==> config.mk <==
export PLATFORM = sky130hd
export DESIGN_NAME = core_s2_top
export DESIGN_NICKNAME = d
export VERILOG_FILES = /design/src/source/core_pkg.sv /design/src/source/core_decode.sv /design/src/source/core_regfile.sv /design/src/source/core_alu.sv /design/src/source/core_s2_control.sv /design/src/source/core_csr_block.sv /design/src/source/core_s2_top.sv
export SDC_FILE = /design/constraint.sdc
export NUM_CORES = 2
export LEC_CHECK = 0
export BUFFER_PORTS_ARGS = -buffer_cell sky130_fd_sc_hd__buf_2
export CAP_MARGIN = 40
export CORE_MARGIN = 3
export CORE_UTILIZATION = 57
export CTS_CLUSTER_DIAMETER = 60
export DETAILED_ROUTE_END_ITERATION = 10
export GPL_ROUTABILITY_DRIVEN = 0
export PLACE_DENSITY = 0.78
export SLEW_MARGIN = 25
export SYNTH_ARGS = -nofsm -noshare
export SYNTH_HDL_FRONTEND = slang
export SYNTH_SLANG_ARGS = --single-unit
==> constraint.sdc <==
create_clock -name clk -period 8.7 [get_ports clk]
set_clock_uncertainty 0.1 [all_clocks]
set_input_delay 0.435 -clock clk [delete_from_list [all_inputs] [get_ports clk]]
set_output_delay 0.435 -clock clk [all_outputs]
set_load 0.01 [all_outputs]
==> src/source/core_pkg.sv <==
// ================================================
// Shared types for core stage 2
// Opcode, FSM state and halt-cause enums
// Instruction, data-port and CSR link structs
// ================================================

package core_pkg;

    // Reduced RV32I opcode set handled by stage 2
    typedef enum logic [3:0] {
        OP_ADD,
        OP_SUB,
        OP_AND,
        OP_OR,
        OP_XOR,
        OP_ADDI,
        OP_LUI,
        OP_LW,
        OP_SW,
        OP_EBREAK,
        OP_ILLEGAL
    } op_e;

    // Stage FSM states
    typedef enum logic [2:0] {
        INIT,
        HALT,
        FETCH_NEXT,
        WAIT_ON_L1DCACHE,
        FINISH_CURRENT_AND_FETCH_NEXT
    } state_e;

    // Why the stage stopped
    typedef enum logic [1:0] {
        NONE,
        EBREAK,
        ILLEGAL,
        USER
    } halt_cause_e;

    // Decoded instruction, fixed register fields plus selected immediate
    typedef struct packed {
        op_e         op;
        logic [4:0]  rd;
        logic [4:0]  rs1;
        logic [4:0]  rs2;
        logic [31:0] imm;
    } decoded_t;

    // Stage 1 to stage 2, one word per held credit
    typedef struct packed {
        logic        valid;
        logic [31:0] word;
    } instr_link_t;

    // Data request, addr counts 32-bit words
    typedef struct packed {
        logic        valid;
        logic        write;
        logic [31:0] addr;
        logic [31:0] wdata;
    } dmem_req_t;

    // One response per request, reads and writes alike
    typedef struct packed {
        logic        valid;
        logic [31:0] rdata;
    } dmem_rsp_t;

    // Outside configuration write
    typedef struct packed {
        logic valid;
        logic run;
        logic clear_halt;
    } csr_cfg_t;

    // Status seen from outside
    typedef struct packed {
        logic        halted;
        halt_cause_e cause;
        logic [31:0] retired;
    } csr_status_t;

endpackage : core_pkg

==> src/source/core_decode.sv <==
// ================================================
// Instruction decoder for core stage 2
// Maps opcode/funct fields onto op_e
// Selects the I, S or U immediate
// ================================================

`timescale 1ns/1ps

module core_decode (
    input  logic [31:0]        instr,
    output core_pkg::decoded_t dec
);

    import core_pkg::*;

    // Base opcode field values
    localparam logic [6:0] OPC_OP     = 7'b0110011;
    localparam logic [6:0] OPC_OP_IMM = 7'b0010011;
    localparam logic [6:0] OPC_LUI    = 7'b0110111;
    localparam logic [6:0] OPC_LOAD   = 7'b0000011;
    localparam logic [6:0] OPC_STORE  = 7'b0100011;
    localparam logic [6:0] OPC_SYSTEM = 7'b1110011;

    // Only one SYSTEM encoding is accepted
    localparam logic [31:0] EBREAK_WORD = 32'h0010_0073;

    logic [6:0]  opcode;
    logic [2:0]  funct3;
    logic [6:0]  funct7;
    logic [31:0] imm_i;
    logic [31:0] imm_s;
    logic [31:0] imm_u;

    assign opcode = instr[6:0];
    assign funct3 = instr[14:12];
    assign funct7 = instr[31:25];

    // Sign-extended immediates, all formats computed in parallel
    assign imm_i = {{20{instr[31]}}, instr[31:20]};
    assign imm_s = {{20{instr[31]}}, instr[31:25], instr[11:7]};
    assign imm_u = {instr[31:12], 12'b0};

    // Register fields sit at fixed positions in every format
    assign dec.rd  = instr[11:7];
    assign dec.rs1 = instr[19:15];
    assign dec.rs2 = instr[24:20];

    always_comb begin
        dec.op  = OP_ILLEGAL;
        dec.imm = '0;
        unique case (opcode)
            OPC_OP: begin
                // R-type, funct7 picks ADD or SUB
                unique case ({funct7, funct3})
                    {7'b0000000, 3'b000}: dec.op = OP_ADD;
                    {7'b0100000, 3'b000}: dec.op = OP_SUB;
                    {7'b0000000, 3'b111}: dec.op = OP_AND;
                    {7'b0000000, 3'b110}: dec.op = OP_OR;
                    {7'b0000000, 3'b100}: dec.op = OP_XOR;
                    default:              dec.op = OP_ILLEGAL;
                endcase
            end
            OPC_OP_IMM: begin
                if (funct3 == 3'b000) dec.op = OP_ADDI;
                dec.imm = imm_i;
            end
            OPC_LUI: begin
                dec.op  = OP_LUI;
                dec.imm = imm_u;
            end
            OPC_LOAD: begin
                // Word loads only
                if (funct3 == 3'b010) dec.op = OP_LW;
                dec.imm = imm_i;
            end
            OPC_STORE: begin
                if (funct3 == 3'b010) dec.op = OP_SW;
                dec.imm = imm_s;
            end
            OPC_SYSTEM: begin
                if (instr == EBREAK_WORD) dec.op = OP_EBREAK;
            end
            default: dec.op = OP_ILLEGAL;
        endcase
    end

endmodule : core_decode

==> src/source/core_regfile.sv <==
// ================================================
// 32 x 32-bit register file
// Two async read ports, one sync write port
// ================================================

`timescale 1ns/1ps

module core_regfile (
    input  logic        clk,
    input  logic        rst_n,
    input  logic [4:0]  rs1_addr,
    input  logic [4:0]  rs2_addr,
    output logic [31:0] rs1_data,
    output logic [31:0] rs2_data,
    input  logic        we,
    input  logic [4:0]  wr_addr,
    input  logic [31:0] wr_data
);

    logic [31:0] regs [32];

    // Asynchronous reads
    assign rs1_data = regs[rs1_addr];
    assign rs2_data = regs[rs2_addr];

    // Whole array clears on reset and x0 never takes a write
    always_ff @(posedge clk or negedge rst_n) begin
        if (!rst_n) begin
            for (int i = 0; i < 32; i++) begin
                regs[i] <= '0;
            end
        end else if (we && (wr_addr != 5'd0)) begin
            regs[wr_addr] <= wr_data;
        end
    end

    // x0 holds zero at every clock, writes aimed at it included
    a_x0_zero: assert property (
        @(posedge clk) disable iff (!rst_n)
        regs[0] == '0
    ) else $error("x0 holds a nonzero value");

endmodule : core_regfile

==> src/source/core_alu.sv <==
// ================================================
// ALU for core stage 2
// Register ops, ADDI, LUI pass-through
// Byte address for LW and SW
// ================================================

`timescale 1ns/1ps

module core_alu (
    input  core_pkg::decoded_t dec,
    input  logic [31:0]        rs1_data,
    input  logic [31:0]        rs2_data,
    output logic [31:0]        result
);

    import core_pkg::*;

    logic [31:0] rs1_plus_imm;

    // Shared adder for ADDI and the load/store address
    assign rs1_plus_imm = rs1_data + dec.imm;

    always_comb begin
        unique case (dec.op)
            OP_ADD:  result = rs1_data + rs2_data;
            OP_SUB:  result = rs1_data - rs2_data;
            OP_AND:  result = rs1_data & rs2_data;
            OP_OR:   result = rs1_data | rs2_data;
            OP_XOR:  result = rs1_data ^ rs2_data;
            OP_ADDI: result = rs1_plus_imm;
            // Upper immediate already shifted by decode
            OP_LUI:  result = dec.imm;
            // Byte address, control drops the low two bits
            OP_LW,
            OP_SW:   result = rs1_plus_imm;
            // EBREAK and illegal produce nothing useful
            default: result = '0;
        endcase
    end

endmodule : core_alu

==> src/source/core_s2_control.sv <==
// ================================================
// Stage 2 control FSM
// Instruction latch, data-credit counter
// Mealy outputs for write-back, credits and requests
// ================================================

`timescale 1ns/1ps

module core_s2_control #(
    parameter int DMEM_CREDITS = 2
) (
    input  logic                   clk,
    input  logic                   rst_n,
    input  core_pkg::instr_link_t  instr_in,
    output logic                   instr_credit,
    input  core_pkg::decoded_t     dec,
    input  logic [31:0]            alu_result,
    input  logic [31:0]            rs2_data,
    output core_pkg::dmem_req_t    dmem_req,
    input  core_pkg::dmem_rsp_t    dmem_rsp,
    input  logic                   dmem_credit,
    input  logic                   run,
    input  logic                   halt_req,
    output logic                   rd_we,
    output logic [31:0]            rd_data,
    output logic [31:0]            instr_word,
    output logic                   retire,
    output logic                   halt_event,
    output core_pkg::halt_cause_e  halt_cause
);

    import core_pkg::*;

    localparam int CW = $clog2(DMEM_CREDITS + 1);

    state_e      state, next_state;
    logic [31:0] instr_q;
    logic        instr_pend;
    logic        instr_owed;
    logic        accept;
    logic [CW-1:0] credits;
    logic        req_sent;
    logic        issue;
    logic [31:0] load_q;

    // Word may arrive while run is low, so it is held until accepted
    assign accept = (state == FETCH_NEXT) && !halt_req && run &&
                    (instr_pend || instr_in.valid);

    // Decode sees the arriving word directly, else the held one
    assign instr_word = instr_in.valid ? instr_in.word : instr_q;

    always_ff @(posedge clk or negedge rst_n) begin
        if (!rst_n) begin
            state      <= INIT;
            instr_pend <= 1'b0;
            instr_owed <= 1'b0;
            req_sent   <= 1'b0;
            credits    <= CW'(DMEM_CREDITS);
        end else begin
            state <= next_state;
            // Pending word flag, dropped on accept or halt
            if (instr_in.valid && !accept && state == FETCH_NEXT) begin
                instr_pend <= 1'b1;
            end else if (accept || state == INIT || state == HALT) begin
                instr_pend <= 1'b0;
            end
            // Tracks a credit handed out but not yet used
            if (instr_credit) begin
                instr_owed <= 1'b1;
            end else if (instr_in.valid) begin
                instr_owed <= 1'b0;
            end
            // One request per memory instruction
            if (issue) begin
                req_sent <= 1'b1;
            end else if (state != WAIT_ON_L1DCACHE) begin
                req_sent <= 1'b0;
            end
            unique case ({issue, dmem_credit})
                2'b10:   credits <= credits - 1'b1;
                2'b01:   credits <= credits + 1'b1;
                default: credits <= credits;
            endcase
        end
    end

    // Payload registers
    always_ff @(posedge clk) begin
        if (instr_in.valid) instr_q <= instr_in.word;
        if (dmem_rsp.valid) load_q <= dmem_rsp.rdata;
    end

    always_comb begin
        next_state = state;
        halt_event = 1'b0;
        halt_cause = NONE;
        unique case (state)
            INIT: next_state = FETCH_NEXT;
            // CSR holds halt_req high until clear_halt
            HALT: if (!halt_req) next_state = INIT;
            FETCH_NEXT: begin
                if (halt_req) begin
                    next_state = HALT;
                    halt_event = 1'b1;
                    halt_cause = USER;
                end else if (accept) begin
                    unique case (dec.op)
                        OP_EBREAK: begin
                            next_state = HALT;
                            halt_event = 1'b1;
                            halt_cause = EBREAK;
                        end
                        OP_ILLEGAL: begin
                            next_state = HALT;
                            halt_event = 1'b1;
                            halt_cause = ILLEGAL;
                        end
                        OP_LW, OP_SW: next_state = WAIT_ON_L1DCACHE;
                        default:      next_state = FINISH_CURRENT_AND_FETCH_NEXT;
                    endcase
                end
            end
            // Response pulse ends the wait
            WAIT_ON_L1DCACHE: begin
                if (dmem_rsp.valid) next_state = FINISH_CURRENT_AND_FETCH_NEXT;
            end
            FINISH_CURRENT_AND_FETCH_NEXT: next_state = FETCH_NEXT;
            default: next_state = HALT;
        endcase
    end

    // Mealy outputs
    assign issue = (state == WAIT_ON_L1DCACHE) && !req_sent && (credits != '0);

    assign dmem_req.valid = issue;
    assign dmem_req.write = (dec.op == OP_SW);
    assign dmem_req.addr  = {2'b00, alu_result[31:2]};
    assign dmem_req.wdata = rs2_data;

    assign instr_credit = (state == INIT) || (state == FINISH_CURRENT_AND_FETCH_NEXT);
    assign retire       = (state == FINISH_CURRENT_AND_FETCH_NEXT);
    assign rd_we        = (state == FINISH_CURRENT_AND_FETCH_NEXT) && (dec.op != OP_SW);
    assign rd_data      = (dec.op == OP_LW) ? load_q : alu_result;

    // Memory never returns more credits than were spent
    a_credit_max: assert property (
        @(posedge clk) disable iff (!rst_n)
        (dmem_credit && !issue) |-> (credits < CW'(DMEM_CREDITS))
    ) else $error("data credit returned with counter full");

    // Stage 1 only sends against a credit it holds
    a_instr_credit: assert property (
        @(posedge clk) disable iff (!rst_n)
        instr_in.valid |-> instr_owed
    ) else $error("instruction arrived without a credit");

endmodule : core_s2_control

==> src/source/core_csr_block.sv <==
// ================================================
// Control/status registers for core stage 2
// Run enable, halt flag and cause, retired count
// ================================================

`timescale 1ns/1ps

module core_csr_block (
    input  logic                  clk,
    input  logic                  rst_n,
    input  core_pkg::csr_cfg_t    cfg,
    input  logic                  retire,
    input  logic                  halt_event,
    input  core_pkg::halt_cause_e halt_cause,
    output logic                  run,
    output logic                  halt_req,
    output core_pkg::csr_status_t status
);

    import core_pkg::*;

    logic        run_q;
    logic        stop_pend;
    logic        halted_q;
    halt_cause_e cause_q;
    logic [31:0] retired_q;

    always_ff @(posedge clk or negedge rst_n) begin
        if (!rst_n) begin
            run_q     <= 1'b0;
            stop_pend <= 1'b0;
            halted_q  <= 1'b0;
            cause_q   <= NONE;
            retired_q <= '0;
        end else begin
            if (cfg.valid) begin
                run_q <= cfg.run;
            end
            // Falling run requests a user halt at the next fetch
            if (halt_event) begin
                stop_pend <= 1'b0;
            end else if (cfg.valid && run_q && !cfg.run) begin
                stop_pend <= 1'b1;
            end
            if (halt_event) begin
                halted_q <= 1'b1;
                cause_q  <= halt_cause;
            end else if (cfg.valid && cfg.clear_halt && halted_q) begin
                halted_q <= 1'b0;
                cause_q  <= NONE;
            end
            if (retire) retired_q <= retired_q + 32'd1;
        end
    end

    assign run = run_q;
    // Also held while halted, control leaves HALT once this drops
    assign halt_req = stop_pend || halted_q;

    assign status.halted  = halted_q;
    assign status.cause   = cause_q;
    assign status.retired = retired_q;

    // FSM never finishes an instruction once halted
    a_no_retire_halted: assert property (
        @(posedge clk) disable iff (!rst_n)
        halted_q |-> !retire
    ) else $error("retire pulsed while halted");

endmodule : core_csr_block

==> src/source/core_s2_top.sv <==
// ================================================
// Core stage 2 top level
// Decode, register file, ALU, control FSM, CSRs
// ================================================

`timescale 1ns/1ps

module core_s2_top #(
    parameter int DMEM_CREDITS = 2
) (
    input  logic                  clk,
    input  logic                  rst_n,
    input  core_pkg::instr_link_t instr_in,
    output logic                  instr_credit,
    output core_pkg::dmem_req_t   dmem_req,
    input  core_pkg::dmem_rsp_t   dmem_rsp,
    input  logic                  dmem_credit,
    input  core_pkg::csr_cfg_t    cfg,
    output core_pkg::csr_status_t status
);

    import core_pkg::*;

    decoded_t    dec;
    logic [31:0] instr_word;
    logic [31:0] rs1_data;
    logic [31:0] rs2_data;
    logic [31:0] alu_result;
    logic        rd_we;
    logic [31:0] rd_data;
    logic        run;
    logic        halt_req;
    logic        retire;
    logic        halt_event;
    halt_cause_e halt_cause;

    // Decode follows the word chosen by control
    core_decode core_decode_i (
        .instr (instr_word),
        .dec   (dec)
    );

    // Register fields come straight from decode
    core_regfile core_regfile_i (
        .clk      (clk),
        .rst_n    (rst_n),
        .rs1_addr (dec.rs1),
        .rs2_addr (dec.rs2),
        .rs1_data (rs1_data),
        .rs2_data (rs2_data),
        .we       (rd_we),
        .wr_addr  (dec.rd),
        .wr_data  (rd_data)
    );

    core_alu core_alu_i (
        .dec      (dec),
        .rs1_data (rs1_data),
        .rs2_data (rs2_data),
        .result   (alu_result)
    );

    core_s2_control #(
        .DMEM_CREDITS (DMEM_CREDITS)
    ) core_s2_control_i (
        .clk          (clk),
        .rst_n        (rst_n),
        .instr_in     (instr_in),
        .instr_credit (instr_credit),
        .dec          (dec),
        .alu_result   (alu_result),
        .rs2_data     (rs2_data),
        .dmem_req     (dmem_req),
        .dmem_rsp     (dmem_rsp),
        .dmem_credit  (dmem_credit),
        .run          (run),
        .halt_req     (halt_req),
        .rd_we        (rd_we),
        .rd_data      (rd_data),
        .instr_word   (instr_word),
        .retire       (retire),
        .halt_event   (halt_event),
        .halt_cause   (halt_cause)
    );

    core_csr_block core_csr_block_i (
        .clk        (clk),
        .rst_n      (rst_n),
        .cfg        (cfg),
        .retire     (retire),
        .halt_event (halt_event),
        .halt_cause (halt_cause),
        .run        (run),
        .halt_req   (halt_req),
        .status     (status)
    );

endmodule : core_s2_top

==> qor.txt <==
Pin count of the biggest net entering global routing: 178
Slew @ Worst Pin: 1.07 ns
Critical path fanouts, max: 36
Clock transition at path regs: 0.07 ns
Data required time of the worst path: 8.17 ns
IR drop worst, VDD: 0.175 mV
Number of buffers created by CTS: 117
Crit end category: output pin
Initial DRC Count: 10,200
Mapped Cells: 7,270
#FFs+latches synth: 1,132
Adder-Cell Fraction of Synth Area: 1.94%
DR WL met2: 102,000 um
Outcome: finished with violations
WL per Instance: 28.8 um
Yosys cell types: 100
Synthesized cell area: 64,900 sq um
Gr usage total: 42.7%
Relative slew slack: 28.6%
Final setup viols: 0
DP Cell Count: 8,549
Non-Filler Instances: 8,873
WP data arrival: 7.95 ns
Xor/xnor cell area share of the yosys netlist: 1.04%
CTS tree: yes
Hold Fails Final Rpt: 0
Failing checks: DRC
Final WL: 256,000 um
Final worst path period need: 8.49 ns
GR Overflow Total: 0
CTS sink count: 1,132
P&R area growth vs syn: 12.9%
PortBufs: 171
Row cnt: 123
WS Path Type: reg2out
Pins Over Slew Limit: 0
P per Cell Area: 186 nW/um^2
Vias/cell: 7.09
Startpoint Class: register
WHS: 0.00388 ns
Root Buffer: clkbuf_16
Core area: 113,000 sq um
Critical Path Max Stage Delay: 0.54 ns
DRT antenna net count: 0
Vias after detailed routing: 62,900
EDFF count, synth: 32
Syn Area/Cell: 8.92 sq um
LEAKAGE: 30.9 nW
Overall power: 13.6 mW
Synth warn: 0
Die Area: 118,000 sq um
Nets: 7,427
Tightest Hold Check Type: in2reg
CP dominant cell by count: nand4_1
Metal3 WL: 46,500 um
Die H: 343 um
Die W: 343 um
H-tree levels: 3
Worst-skew pair later-pin latency: 0.76 ns
HPWL Detailed: 161,000 um
First-pass GRT wire length: 378,000 um
Largest family of logic cells by synthesized area: compound AO/OA/AOI/OAI gates
DRT Pass-1 Iters: 11
Top Metal Used: met5
Clock buffer depth: 3
Number of I/O pins: 174
Most frequent cells in the layout: 1,761 x nand2_1, 1,196 x o21ai_0, 1,067 x dfrtp_1
Sequential fraction of the synthesis area: 43.7%
Commonest non-fill, non-tap cell in the layout: nand2_1
Drt drc: 5
Post-Synth Simple-Gate Area: 17.1%
Mux contribution to synthesized area: 12.1%
MaxCap Viol Count: 0
Async S/R FF share, synth: 94.3%
CP max-delay cell: buf_4
Layout cells sized above 1: 16.2%
Initial antenna violation count: 22
Peak Freq: 118 MHz
Vias in the first global route: 60,400
Compound-Gate Fraction of Synth Area: 19.1%
Dominant synthesized flop cell: dfrtp_1
Wl on met1: 84,400 um
Initial Util: 57.6%
Final worst-path cycle share: 97.6%
## cells in the mapped netlist (24+ instances only)
| cell type | count | area share, % |
|---|---|---|
| a21boi_0 | 29 | 0.34 |
| o21ai_0 | 1197 | 9.2 |
| nor2_1 | 308 | 1.8 |
| a2111oi_0 | 45 | 0.61 |
| nand4_1 | 40 | 0.39 |
| dfxtp_1 | 32 | 0.99 |
| xor2_1 | 24 | 0.32 |
| ha_1 | 98 | 1.9 |
| mux4_2 | 268 | 9.3 |
| clkbuf_1 | 482 | 2.8 |
| nand3_1 | 263 | 2.0 |
| mux2i_1 | 151 | 2.3 |
| buf_2 | 70 | 0.54 |
| nor3_1 | 52 | 0.40 |
| o22ai_1 | 62 | 0.60 |
| a21oi_1 | 173 | 1.3 |
| a31oi_1 | 74 | 0.71 |
| o31ai_1 | 29 | 0.34 |
| or2_2 | 38 | 0.37 |
| edfxtp_1 | 32 | 1.5 |
| a22oi_1 | 51 | 0.59 |
| a31o_2 | 33 | 0.45 |
| xnor2_1 | 53 | 0.72 |
| inv_1 | 117 | 0.68 |
| o21ai_2 | 31 | 0.42 |
| a211oi_1 | 54 | 0.62 |
| buf_1 | 79 | 0.46 |
| and3_1 | 28 | 0.27 |
| nand2_1 | 1793 | 10 |
| dfrtp_1 | 1067 | 41 |
| o211ai_1 | 95 | 1.1 |
| a221oi_1 | 47 | 0.63 |
## worst paths after layout
check                                                            end                             startpoint  slack (ns)  depth (start not counted)
worst max-delay path                                    dmem_req[61]  core_s2_control_i.instr_q[20]$_DFF_P_        0.21                         27
worst min-delay path            core_s2_control_i.instr_q[4]$_DFF_P_                            instr_in[4]       0.004                          3
worst max register to register  core_regfile_i.regs[478]$_DFFE_PN0P_  core_s2_control_i.instr_q[21]$_DFF_P_        0.80                         30
worst min register to register  core_regfile_i.regs[996]$_DFFE_PN0P_   core_regfile_i.regs[996]$_DFFE_PN0P_        0.31                          0
max in group asynchronous        core_regfile_i.regs[13]$_DFFE_PN0P_                                  rst_n        6.30                          5
min in group asynchronous       core_regfile_i.regs[881]$_DFFE_PN0P_                                  rst_n        0.18                          2
## per-stage QoR
| step | setup slack, ns | TNS [ns] | util, % | area [sq um] |
|---|---|---|---|---|
| 5_1_grt | -0.0498 | -0.0498 | 65.0 | 73200 |
| 2_1_floorplan | 0.517 | 0 | - | 64900 |
| 3_5_place_dp | 0.236 | 0 | 60.4 | 68000 |
| 4_1_cts | 0.00382 | 0 | 64.4 | 72600 |
| 6_report | 0.212 | 0 | 65.0 | 73200 |
| 3_3_place_gp | 0.274 | 0 | 59.9 | 67500 |
## state kept, by name, summed over array words and instances, names as in the netlist
register	flops
core_regfile_i.regs	1024
core_csr_block_i.retired_q	32
core_s2_control_i.instr_q	32
core_s2_control_i.load_q	32
core_s2_control_i.state	3
core_csr_block_i.cause_q	2
core_s2_control_i.credits	2
core_csr_block_i.halted_q	1
core_csr_block_i.run	1
core_csr_block_i.stop_pend	1
core_s2_control_i.instr_pend	1
core_s2_control_i.req_sent	1
## where the power goes
group | leakage, nW | switching, mW | internal, mW
clock | 1.97 | 2.30 | 3.03
sequential | 15.5 | 0.0787 | 5.37
combinational | 13.5 | 1.93 | 0.887
total | 30.9 | 4.31 | 9.29
## routing by layer
metal | vias to the layer above | global-route usage [%]
met3 | 1677 | 20.0
li1 | 25800 | -
met2 | 5784 | 59.4
met4 | 22 | 29.7
met5 | - | 0.899
met1 | 29600 | 52.5
## critical path: cells and delay by family, from the launching register on
kind            cells  cell delay (ns)
fa+ha+maj           1             0.39
flops               1             0.52
compound gates     10             1.88
xor+xnor            1             0.16
buf+inv             3             0.95
mux                 2             0.43
simple gates       10             2.79
## cell type report
class                   count  area [sq um]
flip-flops and latches   1132         28300
well taps                1500          1880
inverters                 123           487
multi-input cells        5349         33800
repair buffers            532          4650
repair inverters            1          8.76
diodes                     19          47.5
clock inverters            57           656
fillers                  8589         39400
clock buffers             160          3380
## cells by family (layout without fill, tap and decap cells)
kind of cell | count (synthesis) | count (layout)
other cells | 1 | 21
xor+xnor | 77 | 77
flops | 1132 | 1132
compound gates | 2077 | 2077
buf+inv | 790 | 873
simple gates | 2651 | 2651
fa+ha+maj | 100 | 100
mux | 442 | 442
## what timing repair did
action / in CTS / in global routing
buffers inserted: 0 / 22
endpoints found under the hold margin: 113 / 0
setup endpoints to repair: 1 / 1
pin swaps: 0 / 7
gates resized for setup: 3 / 29
gates cloned: 0 / 4
hold buffers: 51 / 0
No activity file was read; power rests on OpenSTA's default activity.
